<file path="src/logic/demod_params.svh">
`ifndef DEMOD_PARAMS_SVH
`define DEMOD_PARAMS_SVH

// transform size, every twiddle is a power of j
`define DEMOD_FFT_LEN 4

// window starts this many samples early inside the CP
`define DEMOD_CP_ADVANCE 1

// real and imaginary part widths
`define DEMOD_IN_W 8
`define DEMOD_OUT_W 10 // input width plus 2 growth bits of the 4-point sum

// symbol credits held downstream after reset
`define DEMOD_CREDITS 2

// one metadata entry per DFT buffer
`define DEMOD_META_DEPTH 2

`endif

</file>
<file path="src/logic/frame_pkg.sv">
package frame_pkg;

    typedef logic [9:0] sfn_t;      // system frame number
    typedef logic [4:0] subframe_t;
    typedef logic [3:0] symbol_t;   // symbol within the subframe
    typedef logic [1:0] cp_len_t;   // 2 or 3 samples

    // frame position of one OFDM symbol
    typedef struct packed {
        sfn_t      sfn;
        subframe_t subframe;
        symbol_t   symbol;
    } sym_meta_t;

    // user field on every input sample
    typedef struct packed {
        sym_meta_t meta;
        cp_len_t   cp_len;
    } in_user_t;

endpackage

</file>
<file path="src/logic/demod_pkg.sv">
`include "demod_params.svh"

package demod_pkg;

    typedef logic signed [`DEMOD_IN_W-1:0]  iq_in_t;  // one part of a time sample
    typedef logic signed [`DEMOD_OUT_W-1:0] iq_out_t; // one part of a frequency bin
    typedef logic [$clog2(`DEMOD_FFT_LEN)-1:0] bin_idx_t;

    typedef struct packed {
        iq_in_t im;
        iq_in_t re;
    } sample_t;

    typedef struct packed {
        iq_out_t im;
        iq_out_t re;
    } bin_t;

    // one window sample from the cp_remover to the DFT
    typedef struct packed {
        sample_t              sample;
        logic                 first;
        logic                 last;
        frame_pkg::sym_meta_t meta;
    } win_beat_t;

    typedef struct packed {
        bin_t                 bin;
        logic                 last; // set on bin 3
        frame_pkg::sym_meta_t meta;
    } out_beat_t;

endpackage

</file>
<file path="src/logic/cp_remover.sv">
`timescale 1ns/1ps
`include "demod_params.svh"

module cp_remover (
    input  logic                 clk_i,
    input  logic                 reset_ni,
    input  logic                 in_valid_i,
    input  demod_pkg::sample_t   in_data_i,
    input  frame_pkg::in_user_t  in_user_i,
    input  logic                 in_last_i,
    input  logic                 ssb_start_i,
    output logic                 win_valid_o,
    output demod_pkg::win_beat_t win_beat_o
);

    localparam int WIN_CNT_W = $clog2(`DEMOD_FFT_LEN) + 1;
    localparam logic [WIN_CNT_W-1:0] WIN_LAST = WIN_CNT_W'(`DEMOD_FFT_LEN - 1);

    typedef enum logic [1:0] {
        skip_cp,
        take_window,
        skip_tail
    } state_t;

    state_t               state_q;
    frame_pkg::cp_len_t   cp_cnt_q;  // CP samples seen so far
    frame_pkg::cp_len_t   cp_len_q;
    frame_pkg::sym_meta_t meta_q;
    logic [WIN_CNT_W-1:0] win_cnt_q;

    logic                 cp_take;   // sample counts as CP
    logic                 cp_first;  // sample opens a new symbol
    frame_pkg::cp_len_t   cp_cnt_eff;
    frame_pkg::cp_len_t   skip_len;

    // ssb_start in the tail turns this sample into CP sample 1
    assign cp_take = in_valid_i &&
                     (state_q == skip_cp || (state_q == skip_tail && ssb_start_i));
    assign cp_first   = cp_take && (ssb_start_i || cp_cnt_q == '0);
    assign cp_cnt_eff = cp_first ? '0 : cp_cnt_q;
    assign skip_len   = (cp_first ? in_user_i.cp_len : cp_len_q)
                      - frame_pkg::cp_len_t'(`DEMOD_CP_ADVANCE);

    always_ff @(posedge clk_i) begin
        if (!reset_ni) begin
            state_q   <= skip_cp;
            cp_cnt_q  <= '0;
            win_cnt_q <= '0;
        end else begin
            case (state_q)
                skip_cp, skip_tail: begin
                    if (cp_take) begin
                        if (cp_cnt_eff + 1'b1 == skip_len) begin
                            state_q  <= take_window;
                            cp_cnt_q <= '0;
                        end else begin
                            state_q  <= skip_cp;
                            cp_cnt_q <= cp_cnt_eff + 1'b1;
                        end
                    end else if (state_q == skip_tail && in_valid_i && in_last_i) begin
                        state_q <= skip_cp;
                    end
                end
                take_window: begin
                    if (in_valid_i) begin
                        if (win_cnt_q == WIN_LAST) begin
                            win_cnt_q <= '0;
                            state_q   <= in_last_i ? skip_cp : skip_tail; // no tail left
                        end else begin
                            win_cnt_q <= win_cnt_q + 1'b1;
                        end
                    end
                end
                default: state_q <= skip_cp;
            endcase
        end
    end

    // frame info comes with the first CP sample
    always_ff @(posedge clk_i) begin
        if (cp_first) begin
            meta_q   <= in_user_i.meta;
            cp_len_q <= in_user_i.cp_len;
        end
    end

    always_ff @(posedge clk_i) begin
        if (!reset_ni) begin
            win_valid_o <= 1'b0;
        end else begin
            win_valid_o <= in_valid_i && state_q == take_window;
        end
    end

    always_ff @(posedge clk_i) begin
        if (in_valid_i && state_q == take_window) begin
            win_beat_o.sample <= in_data_i;
            win_beat_o.first  <= win_cnt_q == '0;
            win_beat_o.last   <= win_cnt_q == WIN_LAST;
            win_beat_o.meta   <= meta_q;
        end
    end

    a_win_cnt_range: assert property (@(posedge clk_i) disable iff (!reset_ni)
        win_cnt_q <= WIN_LAST);

endmodule

</file>
<file path="src/logic/meta_fifo.sv">
`timescale 1ns/1ps

module meta_fifo #(
    parameter int DEPTH = 2 // power of two
) (
    input  logic                 clk_i,
    input  logic                 reset_ni,
    input  logic                 push_i,
    input  frame_pkg::sym_meta_t push_data_i,
    input  logic                 pop_i,
    output frame_pkg::sym_meta_t head_o,
    output logic                 empty_o
);

    localparam int AW = $clog2(DEPTH);

    frame_pkg::sym_meta_t mem_q [DEPTH];
    logic [AW:0]          wr_ptr_q;   // msb tells a full ring from an empty one
    logic [AW:0]          rd_ptr_q;
    logic                 full;

    assign empty_o = wr_ptr_q == rd_ptr_q;
    assign full    = (wr_ptr_q[AW] != rd_ptr_q[AW]) &&
                     (wr_ptr_q[AW-1:0] == rd_ptr_q[AW-1:0]);
    assign head_o  = mem_q[rd_ptr_q[AW-1:0]];

    always_ff @(posedge clk_i) begin
        if (push_i) mem_q[wr_ptr_q[AW-1:0]] <= push_data_i;
    end

    always_ff @(posedge clk_i) begin
        if (!reset_ni) begin
            wr_ptr_q <= '0;
            rd_ptr_q <= '0;
        end else begin
            if (push_i) wr_ptr_q <= wr_ptr_q + 1'b1;
            if (pop_i)  rd_ptr_q <= rd_ptr_q + 1'b1;
        end
    end

    a_no_push_full: assert property (@(posedge clk_i) disable iff (!reset_ni)
        !(push_i && full));
    a_no_pop_empty: assert property (@(posedge clk_i) disable iff (!reset_ni)
        pop_i |-> !empty_o);

endmodule

</file>
<file path="src/logic/block_dft4.sv">
`timescale 1ns/1ps
`include "demod_params.svh"

module block_dft4 (
    input  logic                 clk_i,
    input  logic                 reset_ni,
    input  logic                 win_valid_i,
    input  demod_pkg::win_beat_t win_beat_i,
    input  logic                 credit_i,
    output logic                 meta_push_o,
    output frame_pkg::sym_meta_t meta_o,
    output logic                 bin_valid_o,
    output demod_pkg::bin_t      bin_o,
    output demod_pkg::bin_idx_t  bin_idx_o,
    output logic                 overflow_o
);

    localparam int N = `DEMOD_FFT_LEN;
    localparam int CRED_W = $clog2(`DEMOD_CREDITS + 1);

    demod_pkg::sample_t  fill_q [N-1];     // last sample goes straight to a buffer
    demod_pkg::sample_t  buf_q [2][N];     // ping-pong symbol buffers
    demod_pkg::bin_idx_t fill_cnt_q;
    demod_pkg::bin_idx_t fill_idx;
    logic [1:0]          buf_full_q;
    logic                wr_ptr_q;
    logic                rd_ptr_q;
    logic                busy_q;           // bins of rd buffer on the way out
    demod_pkg::bin_idx_t out_idx_q;
    logic [CRED_W-1:0]   credit_q;
    logic                sym_done;
    logic                accept;
    logic                start;

    // multiply x by (-j)^m
    function automatic demod_pkg::bin_t twiddle(demod_pkg::sample_t x, logic [1:0] m);
        demod_pkg::iq_out_t xr;
        demod_pkg::iq_out_t xi;
        demod_pkg::bin_t    y;
        xr = x.re;
        xi = x.im;
        case (m)
            2'd0:    y = '{re: xr, im: xi};
            2'd1:    y = '{re: xi, im: -xr};
            2'd2:    y = '{re: -xr, im: -xi};
            default: y = '{re: -xi, im: xr};
        endcase
        return y;
    endfunction

    assign fill_idx = win_beat_i.first ? '0 : fill_cnt_q;
    assign sym_done = win_valid_i && win_beat_i.last;
    assign accept   = sym_done && !buf_full_q[wr_ptr_q];  // in order, so full here means both
    assign start    = !busy_q && buf_full_q[rd_ptr_q] && credit_q != '0;

    always_ff @(posedge clk_i) begin
        if (win_valid_i && !win_beat_i.last) fill_q[fill_idx] <= win_beat_i.sample;
        if (accept) begin
            for (int n = 0; n < N - 1; n++) begin
                buf_q[wr_ptr_q][n] <= fill_q[n];
            end
            buf_q[wr_ptr_q][N-1] <= win_beat_i.sample;
        end
    end

    always_ff @(posedge clk_i) begin
        if (!reset_ni) begin
            fill_cnt_q <= '0;
            buf_full_q <= '0;
            wr_ptr_q   <= 1'b0;
            rd_ptr_q   <= 1'b0;
            busy_q     <= 1'b0;
            out_idx_q  <= '0;
            credit_q   <= CRED_W'(`DEMOD_CREDITS);
            overflow_o <= 1'b0;
        end else begin
            if (win_valid_i) fill_cnt_q <= fill_idx + 1'b1;
            if (accept) begin
                buf_full_q[wr_ptr_q] <= 1'b1;
                wr_ptr_q             <= !wr_ptr_q;
            end
            if (sym_done && buf_full_q[wr_ptr_q]) overflow_o <= 1'b1; // symbol dropped
            if (start) begin
                busy_q    <= 1'b1;
                out_idx_q <= '0;
            end else if (busy_q) begin
                out_idx_q <= out_idx_q + 1'b1;
                if (out_idx_q == demod_pkg::bin_idx_t'(N - 1)) begin
                    busy_q               <= 1'b0;
                    buf_full_q[rd_ptr_q] <= 1'b0;
                    rd_ptr_q             <= !rd_ptr_q;
                end
            end
            credit_q <= credit_q + CRED_W'(credit_i) - CRED_W'(start);
        end
    end

    // X_k = sum of x_n * (-j)^(n*k)
    always_comb begin
        demod_pkg::bin_t term;
        bin_o = '0;
        for (int n = 0; n < N; n++) begin
            term     = twiddle(buf_q[rd_ptr_q][n], 2'(n * out_idx_q));
            bin_o.re = bin_o.re + term.re;
            bin_o.im = bin_o.im + term.im;
        end
    end

    assign bin_valid_o = busy_q;
    assign bin_idx_o   = out_idx_q;
    assign meta_push_o = accept;
    assign meta_o      = win_beat_i.meta;

    // downstream never returns more credits than it was given
    a_credit_max: assert property (@(posedge clk_i) disable iff (!reset_ni)
        credit_q <= CRED_W'(`DEMOD_CREDITS));

endmodule

</file>
<file path="src/logic/phase_rotator.sv">
`timescale 1ns/1ps
`include "demod_params.svh"

module phase_rotator (
    input  logic                 clk_i,
    input  logic                 reset_ni,
    input  logic                 bin_valid_i,
    input  demod_pkg::bin_t      bin_i,
    input  demod_pkg::bin_idx_t  bin_idx_i,
    input  frame_pkg::sym_meta_t meta_head_i,
    output logic                 meta_pop_o,
    output logic                 out_valid_o,
    output demod_pkg::out_beat_t out_beat_o
);

    logic [1:0]      rot;     // power of j for this bin
    demod_pkg::bin_t rotated;
    logic            last_bin;

    assign rot      = 2'(`DEMOD_CP_ADVANCE * bin_idx_i);
    assign last_bin = bin_idx_i == demod_pkg::bin_idx_t'(`DEMOD_FFT_LEN - 1);

    // undo the ramp of the early window, times j^rot
    always_comb begin
        case (rot)
            2'd0:    rotated = bin_i;
            2'd1:    rotated = '{re: -bin_i.im, im: bin_i.re};
            2'd2:    rotated = '{re: -bin_i.re, im: -bin_i.im};
            default: rotated = '{re: bin_i.im, im: -bin_i.re};
        endcase
    end

    assign meta_pop_o = bin_valid_i && last_bin; // head stays valid for the whole symbol

    always_ff @(posedge clk_i) begin
        if (!reset_ni) out_valid_o <= 1'b0;
        else           out_valid_o <= bin_valid_i;
    end

    always_ff @(posedge clk_i) begin
        out_beat_o.bin  <= rotated;
        out_beat_o.last <= last_bin;
        out_beat_o.meta <= meta_head_i;
    end

endmodule

</file>
<file path="src/logic/ofdm_demod.sv">
`timescale 1ns/1ps
`include "demod_params.svh"

module ofdm_demod (
    input  logic                 clk_i,
    input  logic                 reset_ni,
    input  logic                 in_valid_i,
    input  demod_pkg::sample_t   in_data_i,
    input  frame_pkg::in_user_t  in_user_i,
    input  logic                 in_last_i,
    input  logic                 ssb_start_i,
    input  logic                 credit_i,
    output logic                 out_valid_o,
    output demod_pkg::out_beat_t out_beat_o,
    output logic                 overflow_o
);

    logic                 win_valid;
    demod_pkg::win_beat_t win_beat;
    logic                 meta_push;
    frame_pkg::sym_meta_t meta_in;
    frame_pkg::sym_meta_t meta_head;
    logic                 meta_pop;
    logic                 meta_empty;
    logic                 bin_valid;
    demod_pkg::bin_t      bin;
    demod_pkg::bin_idx_t  bin_idx;

    cp_remover u_cp_remover (
        .clk_i       (clk_i),
        .reset_ni    (reset_ni),
        .in_valid_i  (in_valid_i),
        .in_data_i   (in_data_i),
        .in_user_i   (in_user_i),
        .in_last_i   (in_last_i),
        .ssb_start_i (ssb_start_i),
        .win_valid_o (win_valid),
        .win_beat_o  (win_beat)
    );

    block_dft4 u_block_dft4 (
        .clk_i       (clk_i),
        .reset_ni    (reset_ni),
        .win_valid_i (win_valid),
        .win_beat_i  (win_beat),
        .credit_i    (credit_i),
        .meta_push_o (meta_push),
        .meta_o      (meta_in),
        .bin_valid_o (bin_valid),
        .bin_o       (bin),
        .bin_idx_o   (bin_idx),
        .overflow_o  (overflow_o)
    );

    // frame info of accepted symbols, in DFT order
    meta_fifo #(
        .DEPTH (`DEMOD_META_DEPTH)
    ) u_meta_fifo (
        .clk_i       (clk_i),
        .reset_ni    (reset_ni),
        .push_i      (meta_push),
        .push_data_i (meta_in),
        .pop_i       (meta_pop),
        .head_o      (meta_head),
        .empty_o     (meta_empty)
    );

    phase_rotator u_phase_rotator (
        .clk_i       (clk_i),
        .reset_ni    (reset_ni),
        .bin_valid_i (bin_valid),
        .bin_i       (bin),
        .bin_idx_i   (bin_idx),
        .meta_head_i (meta_head),
        .meta_pop_o  (meta_pop),
        .out_valid_o (out_valid_o),
        .out_beat_o  (out_beat_o)
    );

    // every bin leaving the DFT has its symbol's frame info waiting
    a_meta_ready: assert property (@(posedge clk_i) disable iff (!reset_ni)
        bin_valid |-> !meta_empty);

endmodule

</file>
<file path="config.mk">
export PLATFORM = sky130hd
export DESIGN_NAME = ofdm_demod
export DESIGN_NICKNAME = d
export VERILOG_FILES = /design/src/logic/frame_pkg.sv /design/src/logic/demod_pkg.sv /design/src/logic/cp_remover.sv /design/src/logic/meta_fifo.sv /design/src/logic/block_dft4.sv /design/src/logic/phase_rotator.sv /design/src/logic/ofdm_demod.sv
export VERILOG_INCLUDE_DIRS = /design/src /design/src/logic
export SDC_FILE = /design/constraint.sdc
export NUM_CORES = 1
export LEC_CHECK = 0
export BUFFER_PORTS_ARGS = -buffer_cell sky130_fd_sc_hd__buf_2
export CAP_MARGIN = 25
export CORE_ASPECT_RATIO = 1.75
export CORE_MARGIN = 8
export CORE_UTILIZATION = 45
export CTS_CLUSTER_DIAMETER = 120
export CTS_CLUSTER_SIZE = 40
export DETAILED_ROUTE_END_ITERATION = 6
export PLACE_DENSITY_LB_ADDON = 0.08
export SLEW_MARGIN = 20
export SYNTH_ARGS = -nofsm -noshare
export SYNTH_HDL_FRONTEND = slang
export SYNTH_SLANG_ARGS = --single-unit
</file>
<file path="constraint.sdc">
create_clock -name clk_i -period 7.8 [get_ports clk_i]
set_input_delay 0.39 -clock clk_i [delete_from_list [all_inputs] [get_ports clk_i]]
set_output_delay 0.39 -clock clk_i [all_outputs]
set_load 0.05 [all_outputs]
</file>
==> results of run 1 <==
==> sequential cells by signal (all words and copies together), names as in the netlist, 3 cells and up, named ones only <==
register                    cells
u_block_dft4.buf_q            128
u_block_dft4.fill_q            48
u_phase_rotator.out_beat_o     40
u_meta_fifo.mem_q              38
u_cp_remover.win_beat_o        37
u_cp_remover.meta_q            19
u_cp_remover.win_cnt_q          3
==> Yosys cell counts (7+ instances only) <==
master,instances,area share (%)
nor2b_1,8,0.32
xnor2_1,44,2.5
mux2i_1,52,3.3
nand3_1,12,0.39
a222oi_1,14,0.90
nor3_1,22,0.71
inv_1,76,1.8
o21ai_0,32,1.0
nand2_1,59,1.4
xor2_1,28,1.6
o22ai_1,14,0.56
o211ai_1,8,0.39
fa_1,36,4.6
a221oi_1,12,0.68
mux2_2,50,3.6
nor3b_1,13,0.63
ha_1,37,3.0
a22oi_1,14,0.68
a21o_1,10,0.48
edfxtp_1,270,52
o221ai_1,7,0.39
and2_1,15,0.60
dfxtp_1,66,8.5
nor2_1,51,1.2
buf_2,10,0.32
a21oi_1,49,1.6
nand2b_1,11,0.44
clkbuf_1,29,0.70
==> report_power, final <==
part           switching, W  internal (W)
Clock              0.000520      0.000354
Sequential        0.0000240       0.00200
Combinational      0.000366      0.000197
Total              0.000910       0.00255
==> logic make-up after synthesis <==
logic type | Yosys count
AND/OR/NAND/NOR | 229
multiplexers | 102
adder cells (fa/ha/maj) | 73
flip-flops | 336
XOR/XNOR | 75
buffers and inverters | 123
AO/OA/AOI/OAI | 211
==> layer usage <==
metal / share of wire, % / wire length, um
met1: 38 / 12700
met2: 57 / 19200
met3: 3.1 / 1050
met4: 2.8 / 960
met5: 0 / 0
==> final cells by class <==
cell class	instances	area (um2)	share of cell area, %
Clock buffer	18	344	2.03
Clock inverter	2	50.0	0.296
Inverter	77	289	1.71
Multi-Input combinational cell	690	5650	33.4
Sequential cell	336	9430	55.7
Tap cell	460	576	3.40
Timing Repair Buffer	102	579	3.42
==> through the flow <==
stage,hold slack (ps),power (W)
after floorplan,400,0.00250
after global placement,401,0.00262
after detailed placement,405,0.00263
after CTS,10.4,0.00350
after global routing,7.79,0.00359
final,35.0,0.00346
==> worst paths after layout <==
kind	cells past startpoint	start	end
setup / recovery	20	flop	u_phase_rotator.out_beat_o[39]
hold / removal	1	in_data_i[15]	u_cp_remover.win_beat_o[36]
hold reg to reg	0	u_cp_remover.meta_q[4]	u_cp_remover.win_beat_o[4]
setup reg to reg	20	flop	u_phase_rotator.out_beat_o[39]
==> worst max-delay path: stages (launching register included) <==
cell and delay, ps:
dfxtp_4 760, mux2_2 430, inv_1 70, ha_1 210
nand3_1 180, nor3_1 400, xnor2_1 190, nor2_1 60
o31a_1 330, fa_1 530, inv_1 50, fa_1 520
inv_1 40, ha_1 340, and4_1 190, a2111oi_1 530
xnor2_1 300, a2111oi_1 750, nand2_1 120, mux2_2 290
a22oi_1 140
==> impl_metrics.ini, run 1 <==
[finish]
antenna_cells = 0
mostFrequentLayoutCells = 270 x edfxtp_1, 84 x buf_2, 75 x inv_1
design.final.nets = 1335
num-fill-cells = 3111
syn2layout_area_growth_pct = 8.78
postLayoutCoreUtil_pct = 49.4
proportion_of_layout_cells_with_a_drive_suffix_above_1_pct = 15.3
final_cell_area_mm2 = 0.0169
layout.cells.most_common = edfxtp_1
final-instance-count-excl-fill = 1685

[die]
die_area_mm2 = 0.0410
io-pin-count = 85
die_x_extent_um = 157
core_area_mm2 = 0.0342
die_h_um = 262
initial_utilization_pct = 45.4
placement_rows = 90

[grt]
grt_overflow_total = 0
grt_most_used_layer = met2
use_met3_pct = 1.61
via_count_of_the_first_global_routing_pass = 9555
met1_usage_pct = 17.6
grt_overall_usage_pct = 16.6
grt_antenna_before_repair = 0
grt_start_max_net_pins = 68
use_met2_pct = 33.0
grt_first_pass_wirelength_mm = 52.4

[logic_synthesis]
synth_edf_count = 270
asyncSetResetFlopFracSynth_pct = 0
synth.ff_latch_count = 336
post_synth_inst_count = 1149
basic_gate_share_of_the_synthesized_area_counting_and_or_nand_and_nor_cells_pct = 7.59
synth_compound_area_share_pct = 9.56
synth_xor_area_share_pct = 4.50
synthesis.area_mm2 = 0.0156
syn_nets = 1265
synthMuxAreaShare_pct = 6.96
yosys_most_used_dff = edfxtp_1
post_synthesis_adder_cell_area_fraction_pct = 7.61
post_synth_num_cell_types = 71
yosys_warnings = 0
post_synth.cell_area_avg_um2 = 13.5
largest_family_of_logic_cells_by_synthesized_area = compound AO/OA/AOI/OAI gates
ys_seq_area_share_pct = 60.6

[route]
via_per_inst = 5.38
drt_pre_antenna_iters = 6
drc = 0
wl_per_cell_um = 20.1
drtIter0Drc = 504
totalWireLength_mm = 33.9
antenna_left = 0
via_count = 9066

[place]
placed_cells_incl_taps = 1664
gp_congestion = 0.883
placement.cell_area_mm2 = 0.0165
post-dp-hpwl_mm = 25.2
place.port_buffers = 84
detailedPlace.worstSlack_ps = 1280

[timing]
rsz0062_at_grt = false
fin_crit_ps = 6520
worst_slack_ps = 1280
slew_headroom_pct = 30.2
fmax_mhz = 153
worst_clock_skew_ps = 20.0
fin_tns_setup_ps = 0
report.final.hold_viol_count = 0
maxSlewViolCount = 0
timing.final.setup_violations = 0
worst_pin_slew_ps = 1050
portion_of_the_clock_cycle_consumed_by_the_worst_path_in_the_final_layout_pct = 83.6

[power]
vdd.ir_drop.worst_mv = 0.254
power.density_cell_area_mw_per_mm2 = 204
power.leakage_nw = 5.93

[worst_hold_path]
worst_hold_path_type = in2reg

[setup_path]
ff2ff_setup_slack_ps = 1280
crit_required_ps = 8250
critical_path_source_type = flop
worst_setup_path_end_kind = flop
timing.critical_path.fanout_max = 48
critical_path_arrival_ps = 6960
timing.setup.critical_path_class = reg2reg

[clock_tree]
tritoncts = yes
clock_sinks = 336
max-clock-path-buffers = 3
postCtsSetupBuffers = 0
clk_pin_slew_worst_paths_ps = 130
total_clock_buffers_created_by_cts = 12
clock_latency_ps = 520
hold_buffers = 0
htree_num_levels = 1
post_cts_resize_count = 0
cts.root.buffer_cell = clkbuf_16

[run_status]
status = finished clean

[job]
cap_violations = 0
No activity file was read; power rests on OpenSTA's default activity.
==> inputs of run 2 (changes only) <==
==> constraint.sdc (replaced) <==
create_clock -name clk_i -period 5.8 [get_ports clk_i]
set_input_delay 0.29 -clock clk_i [delete_from_list [all_inputs] [get_ports clk_i]]
set_output_delay 0.29 -clock clk_i [all_outputs]
set_load 0.05 [all_outputs]
==> run 2 against run 1 <==
Compared with the run above: final area grew 4.6%; highest routed layer unchanged; largest cell class unchanged; register-to-register slack lost 1000 ps; sequential share of layout area shrank 2.4 points; fmax grew 18%; global-route usage grew 0.47 points; sequential cell count is the same; clock skew is essentially flat; total power grew 36%; utilization grew 2.3 points; via count grew 4.3%.
==> impl_metrics.ini, run 2 (synthesis results as in run 1) <==
[finish]
largest_register_ffs = 128
postLayoutCoreUtil_pct = 51.7
largest_register = u_block_dft4.buf_q
syn2layout_area_growth_pct = 13.8
largestRegisters = u_block_dft4.buf_q: 128 flops, u_block_dft4.fill_q: 48 flops, u_phase_rotator.out_beat_o: 40 flops
design.final.nets = 1406
mostFrequentLayoutCells = 270 x edfxtp_1, 84 x buf_2, 75 x inv_1
layout.cells.most_common = edfxtp_1
proportion_of_layout_cells_with_a_drive_suffix_above_1_pct = 18.4
antenna_cells = 0
final-instance-count-excl-fill = 1756
final_cell_area_mm2 = 0.0177

[power]
power.leakage_nw = 6.28
power.density_cell_area_mw_per_mm2 = 265
vdd.ir_drop.worst_mv = 0.273
power_w = 0.00469

[setup_path]
crit_required_ps = 6200
worst_setup_path_end_kind = flop
critical_path_arrival_ps = 5930
timing.critical_path.fanout_max = 8
timing.setup.critical_path_class = reg2reg
critical_path_source_type = flop

[route]
wl_per_cell_um = 20.0
drt_pre_antenna_iters = 6
antenna_left = 0
drtIter0Drc = 538
via_count = 9455
totalWireLength_mm = 35.1
via_per_inst = 5.38
drc = 0

[timing]
fmax_mhz = 181
worst_clock_skew_ps = 19.6
maxSlewViolCount = 0
timing.final.setup_violations = 0
portion_of_the_clock_cycle_consumed_by_the_worst_path_in_the_final_layout_pct = 95.3
report.final.hold_viol_count = 0
slew_headroom_pct = 33.1
worst_pin_slew_ps = 1000
fin_crit_ps = 5530
worst_slack_ps = 272
rsz0062_at_grt = false

[grt]
grt_antenna_before_repair = 0
grt_first_pass_wirelength_mm = 53.5
grt_overflow_total = 0
grt_start_max_net_pins = 68
grt_overall_usage_pct = 17.1
via_count_of_the_first_global_routing_pass = 9821

[die]
die_h_um = 262
initial_utilization_pct = 45.4
placement_rows = 90
die_x_extent_um = 157
io-pin-count = 85
die_area_mm2 = 0.0410
core_area_mm2 = 0.0342

[place]
placed_cells_incl_taps = 1692
post-dp-hpwl_mm = 26.3
gp_congestion = 0.887
place.port_buffers = 84
placement.cell_area_mm2 = 0.0168
detailedPlace.worstSlack_ps = 48.0

[clock_tree]
htree_num_levels = 1
total_clock_buffers_created_by_cts = 12
max-clock-path-buffers = 3
tritoncts = yes
clk_pin_slew_worst_paths_ps = 140
clock_sinks = 336
cts.root.buffer_cell = clkbuf_16
clock_latency_ps = 520

[job]
cap_violations = 0

[worst_hold_path]
worst_hold_path_type = in2reg

[run_status]
status = finished clean
[run 2: path summary, 6_finish.rpt]
kind	start	to	slack, ps	cells past startpoint
setup reg to reg	flop	u_phase_rotator.out_beat_o[29]	270	20
hold / removal	in_valid_i	u_cp_remover.state_q[1]	60	3
hold reg to reg	u_cp_remover.meta_q[7]	u_cp_remover.win_beat_o[7]	440	0
setup / recovery	flop	u_phase_rotator.out_beat_o[29]	270	20
[run 2: through the flow]
stage / hold WS [ps] / setup TNS [ps]
detailed placement: 405 / 0
floorplan: 389 / -4.00
CTS: 47.9 / 0
global route: 71.4 / 0
global placement: 401 / 0
finish: 57.7 / 0
[run 2: per-layer routing]
| metal | part of all wire (%) | up-vias | wire length [um] | track usage [%] |
|---|---|---|---|---|
| met5 | 0 | - | 0 | 0 |
| met4 | 4.2 | 0 | 1490 | 7.86 |
| met3 | 2.9 | 70 | 1020 | 1.61 |
| met2 | 55 | 209 | 19500 | 33.3 |
| met1 | 37 | 4649 | 13100 | 18.0 |
| li1 | - | 4527 | - | - |
[run 2: critical path, stage by stage, from the launching register on]
cell and delay [ps]:
dfxtp_4 460, mux2_2 380, inv_1 60, ha_1 230, a221o_1 350, a21oi_1 140, a21oi_1 80, fa_1 570
inv_1 60, fa_1 530, inv_1 40, ha_1 220, fa_2 460, inv_1 100, nand3_1 240, or4_4 590
a2111oi_4 420, buf_4 180, nor2_1 30, mux2i_1 130, o221ai_1 130
[run 2: repair_timing]
action / 4_1_cts / 5_1_grt
gates resized for setup: 0 / 7
endpoints found under the setup margin: 0 / 5
setup buffers: 0 / 6
hold buffers: 37 / 0
hold endpoints to repair: 37 / 0
[run 2: layout make-up]
cell class | instances | area (um2)
fillers | 3043 | 16500
flip-flops and latches | 336 | 9430
multi-input cells | 690 | 5790
repair buffers | 173 | 1230
well taps | 460 | 576
clock buffers | 18 | 344
inverters | 77 | 293
clock inverters | 2 | 28.8
[run 2: where the power goes]
| group | internal (W) | switching [W] | total, W |
|---|---|---|---|
| registers | 0.00268 | 0.0000326 | 0.00272 |
| clock network | 0.000434 | 0.000701 | 0.00114 |
| logic | 0.000316 | 0.000519 | 0.000835 |
| total | 0.00343 | 0.00125 | 0.00469 |
==> inputs of run 3 (changes only) <==
--- a/config.mk
+++ b/config.mk
@@ -8,9 +8,11 @@
 export LEC_CHECK = 0
 export BUFFER_PORTS_ARGS = -buffer_cell sky130_fd_sc_hd__buf_2
 export CAP_MARGIN = 25
+export CELL_PAD_IN_SITES_DETAIL_PLACEMENT = 0
+export CELL_PAD_IN_SITES_GLOBAL_PLACEMENT = 1
 export CORE_ASPECT_RATIO = 1.75
 export CORE_MARGIN = 8
-export CORE_UTILIZATION = 45
+export CORE_UTILIZATION = 46
 export CTS_CLUSTER_DIAMETER = 120
 export CTS_CLUSTER_SIZE = 40
 export DETAILED_ROUTE_END_ITERATION = 6
==> run 3 against run 2 <==
Compared with the run above: sequential cell count stayed put; highest routed layer unchanged; non-clock buffer count is 4 lower; register-to-register slack better by 80 ps; sequential share of layout area is 0.19 points higher; critical endpoint is now u_phase_rotator.out_beat_o[37]; combinational power is 0.7% higher; setup slack better by 82 ps; sequential power hardly changed; critical path depth stayed put; cell count is 0.51% lower; first-iteration DRC count is 8.6% lower; critical path type unchanged.
==> impl_metrics.ini, run 3 (synthesis results as in run 1) <==
[setup_path]
worst_setup_path_end_kind = flop
crit_required_ps = 6200
critical_path_source_type = flop
timing.setup.critical_path_class = reg2reg
timing.critical_path.fanout_max = 11
critical_path_arrival_ps = 5850

[route]
drc = 0
via_per_inst = 5.32
totalWireLength_mm = 34.9
antenna_left = 0
wl_per_cell_um = 20.0
via_count = 9300
drt_pre_antenna_iters = 5
drtIter0Drc = 492

[finish]
proportion_of_layout_cells_with_a_drive_suffix_above_1_pct = 18.2
postLayoutCoreUtil_pct = 52.6
largest_register_ffs = 128
num-fill-cells = 2830
design.final.nets = 1402
largest_register = u_block_dft4.buf_q
mostFrequentLayoutCells = 270 x edfxtp_1, 84 x buf_2, 75 x inv_1
largestRegisters = u_block_dft4.buf_q: 128 flops, u_block_dft4.fill_q: 48 flops, u_phase_rotator.out_beat_o: 40 flops
layout.cells.most_common = edfxtp_1
antenna_cells = 0
syn2layout_area_growth_pct = 13.3

[timing]
portion_of_the_clock_cycle_consumed_by_the_worst_path_in_the_final_layout_pct = 93.9
slew_headroom_pct = 35.9
fin_crit_ps = 5450
fmax_mhz = 184
rsz0062_at_grt = false
worst_clock_skew_ps = 38.5
report.final.hold_viol_count = 0
worst_pin_slew_ps = 960
maxSlewViolCount = 0
timing.final.setup_violations = 0

[clock_tree]
clock_latency_ps = 520
max-clock-path-buffers = 3
htree_num_levels = 1
clk_pin_slew_worst_paths_ps = 140
clock_sinks = 336
total_clock_buffers_created_by_cts = 12
tritoncts = yes
cts.root.buffer_cell = clkbuf_16

[power]
power_w = 0.00468
vdd.ir_drop.worst_mv = 0.311
power.leakage_nw = 6.26
power.density_cell_area_mw_per_mm2 = 265

[die]
core_area_mm2 = 0.0335
die_x_extent_um = 155
initial_utilization_pct = 46.4
die_area_mm2 = 0.0402
io-pin-count = 85
die_h_um = 259
placement_rows = 89

[grt]
via_count_of_the_first_global_routing_pass = 9603
grt_start_max_net_pins = 68
grt_antenna_before_repair = 0
grt_first_pass_wirelength_mm = 53.5
grt_overflow_total = 0
grt_overall_usage_pct = 17.4

[place]
gp_congestion = 0.841
place.port_buffers = 84
post-dp-hpwl_mm = 25.9

[worst_hold_path]
worst_hold_path_type = in2reg

[run_status]
status = finished clean

[job]
cap_violations = 0
[run 3: changes by cell type in the layout (fill, tap and decap cells not counted), sizes merged]
cell,change
inv,+1
clkinv,-1
dlygate4sd3,-2
buf,-2
[run 3: report_power, final]
part	switching [W]	total (W)	internal [W]	leakage (nW)
logic	0.000521	0.000841	0.000320	3.09
clock network	0.000689	0.00112	0.000434	0.179
registers	0.0000338	0.00272	0.00268	2.99
total	0.00124	0.00468	0.00344	6.26
[run 3: timing repair]
action,4_1_cts,5_1_grt
endpoints found under the hold margin,35,0
hold buffers,35,0
setup endpoints to repair,0,5
resized for setup,0,3
setup buffers,0,1
[run 3: cell type report]
class	count	area (um2)	area share, %
flip-flops and latches	336	9430	53.5
multi-input cells	690	5770	32.7
repair buffers	169	1200	6.79
well taps	455	569	3.23
clock buffers	18	344	1.95
inverters	77	293	1.66
clock inverters	2	27.5	0.156
[run 3: final timing paths]
| path | startpoint | to | slack (ps) | cells after the start |
|---|---|---|---|---|
| hold / removal | in_user_i[1] | u_cp_remover.cp_len_q[1] | 30 | 2 |
| setup reg to reg | flop | u_phase_rotator.out_beat_o[37] | 350 | 20 |
| setup / recovery | flop | u_phase_rotator.out_beat_o[37] | 350 | 20 |
| hold reg to reg | u_cp_remover.meta_q[2] | u_cp_remover.win_beat_o[2] | 420 | 0 |
[run 3: worst max-delay path: stages (launching register included)]
cell and delay (ps):
dfxtp_4 500, mux2_2 390, inv_1 60, ha_1 230
a221o_1 340, a21oi_1 120, a21oi_1 70, fa_1 550
inv_1 50, fa_1 520, inv_1 40, ha_1 210
fa_2 370, a21o_1 210, a21oi_2 170, xnor2_2 160
or4_4 490, or2_2 320, xor2_1 150, a222oi_1 240
a21oi_1 110
[run 3: routing by layer]
| layer | GRT usage [%] | part of all wire, % |
|---|---|---|
| met1 | 18.8 | 38 |
| met5 | 0 | 0 |
| met2 | 33.8 | 56 |
| met4 | 6.59 | 3.3 |
| met3 | 1.77 | 3.2 |
[run 3: stage by stage]
step | setup TNS [ps] | cell area [um2] | setup WS [ps] | cells | hold slack, ps
floorplan | -4.00 | 15700 | -4.00 | 1149 | 389
global placement | 0 | 16800 | 232 | 1688 | 401
detailed placement | 0 | 16900 | 169 | 1691 | 405
CTS | 0 | 17600 | 117 | 1746 | 13.2
global route | 0 | 17600 | 18.7 | 1747 | 20.5
finish | 0 | 17600 | 354 | 1747 | 30.8
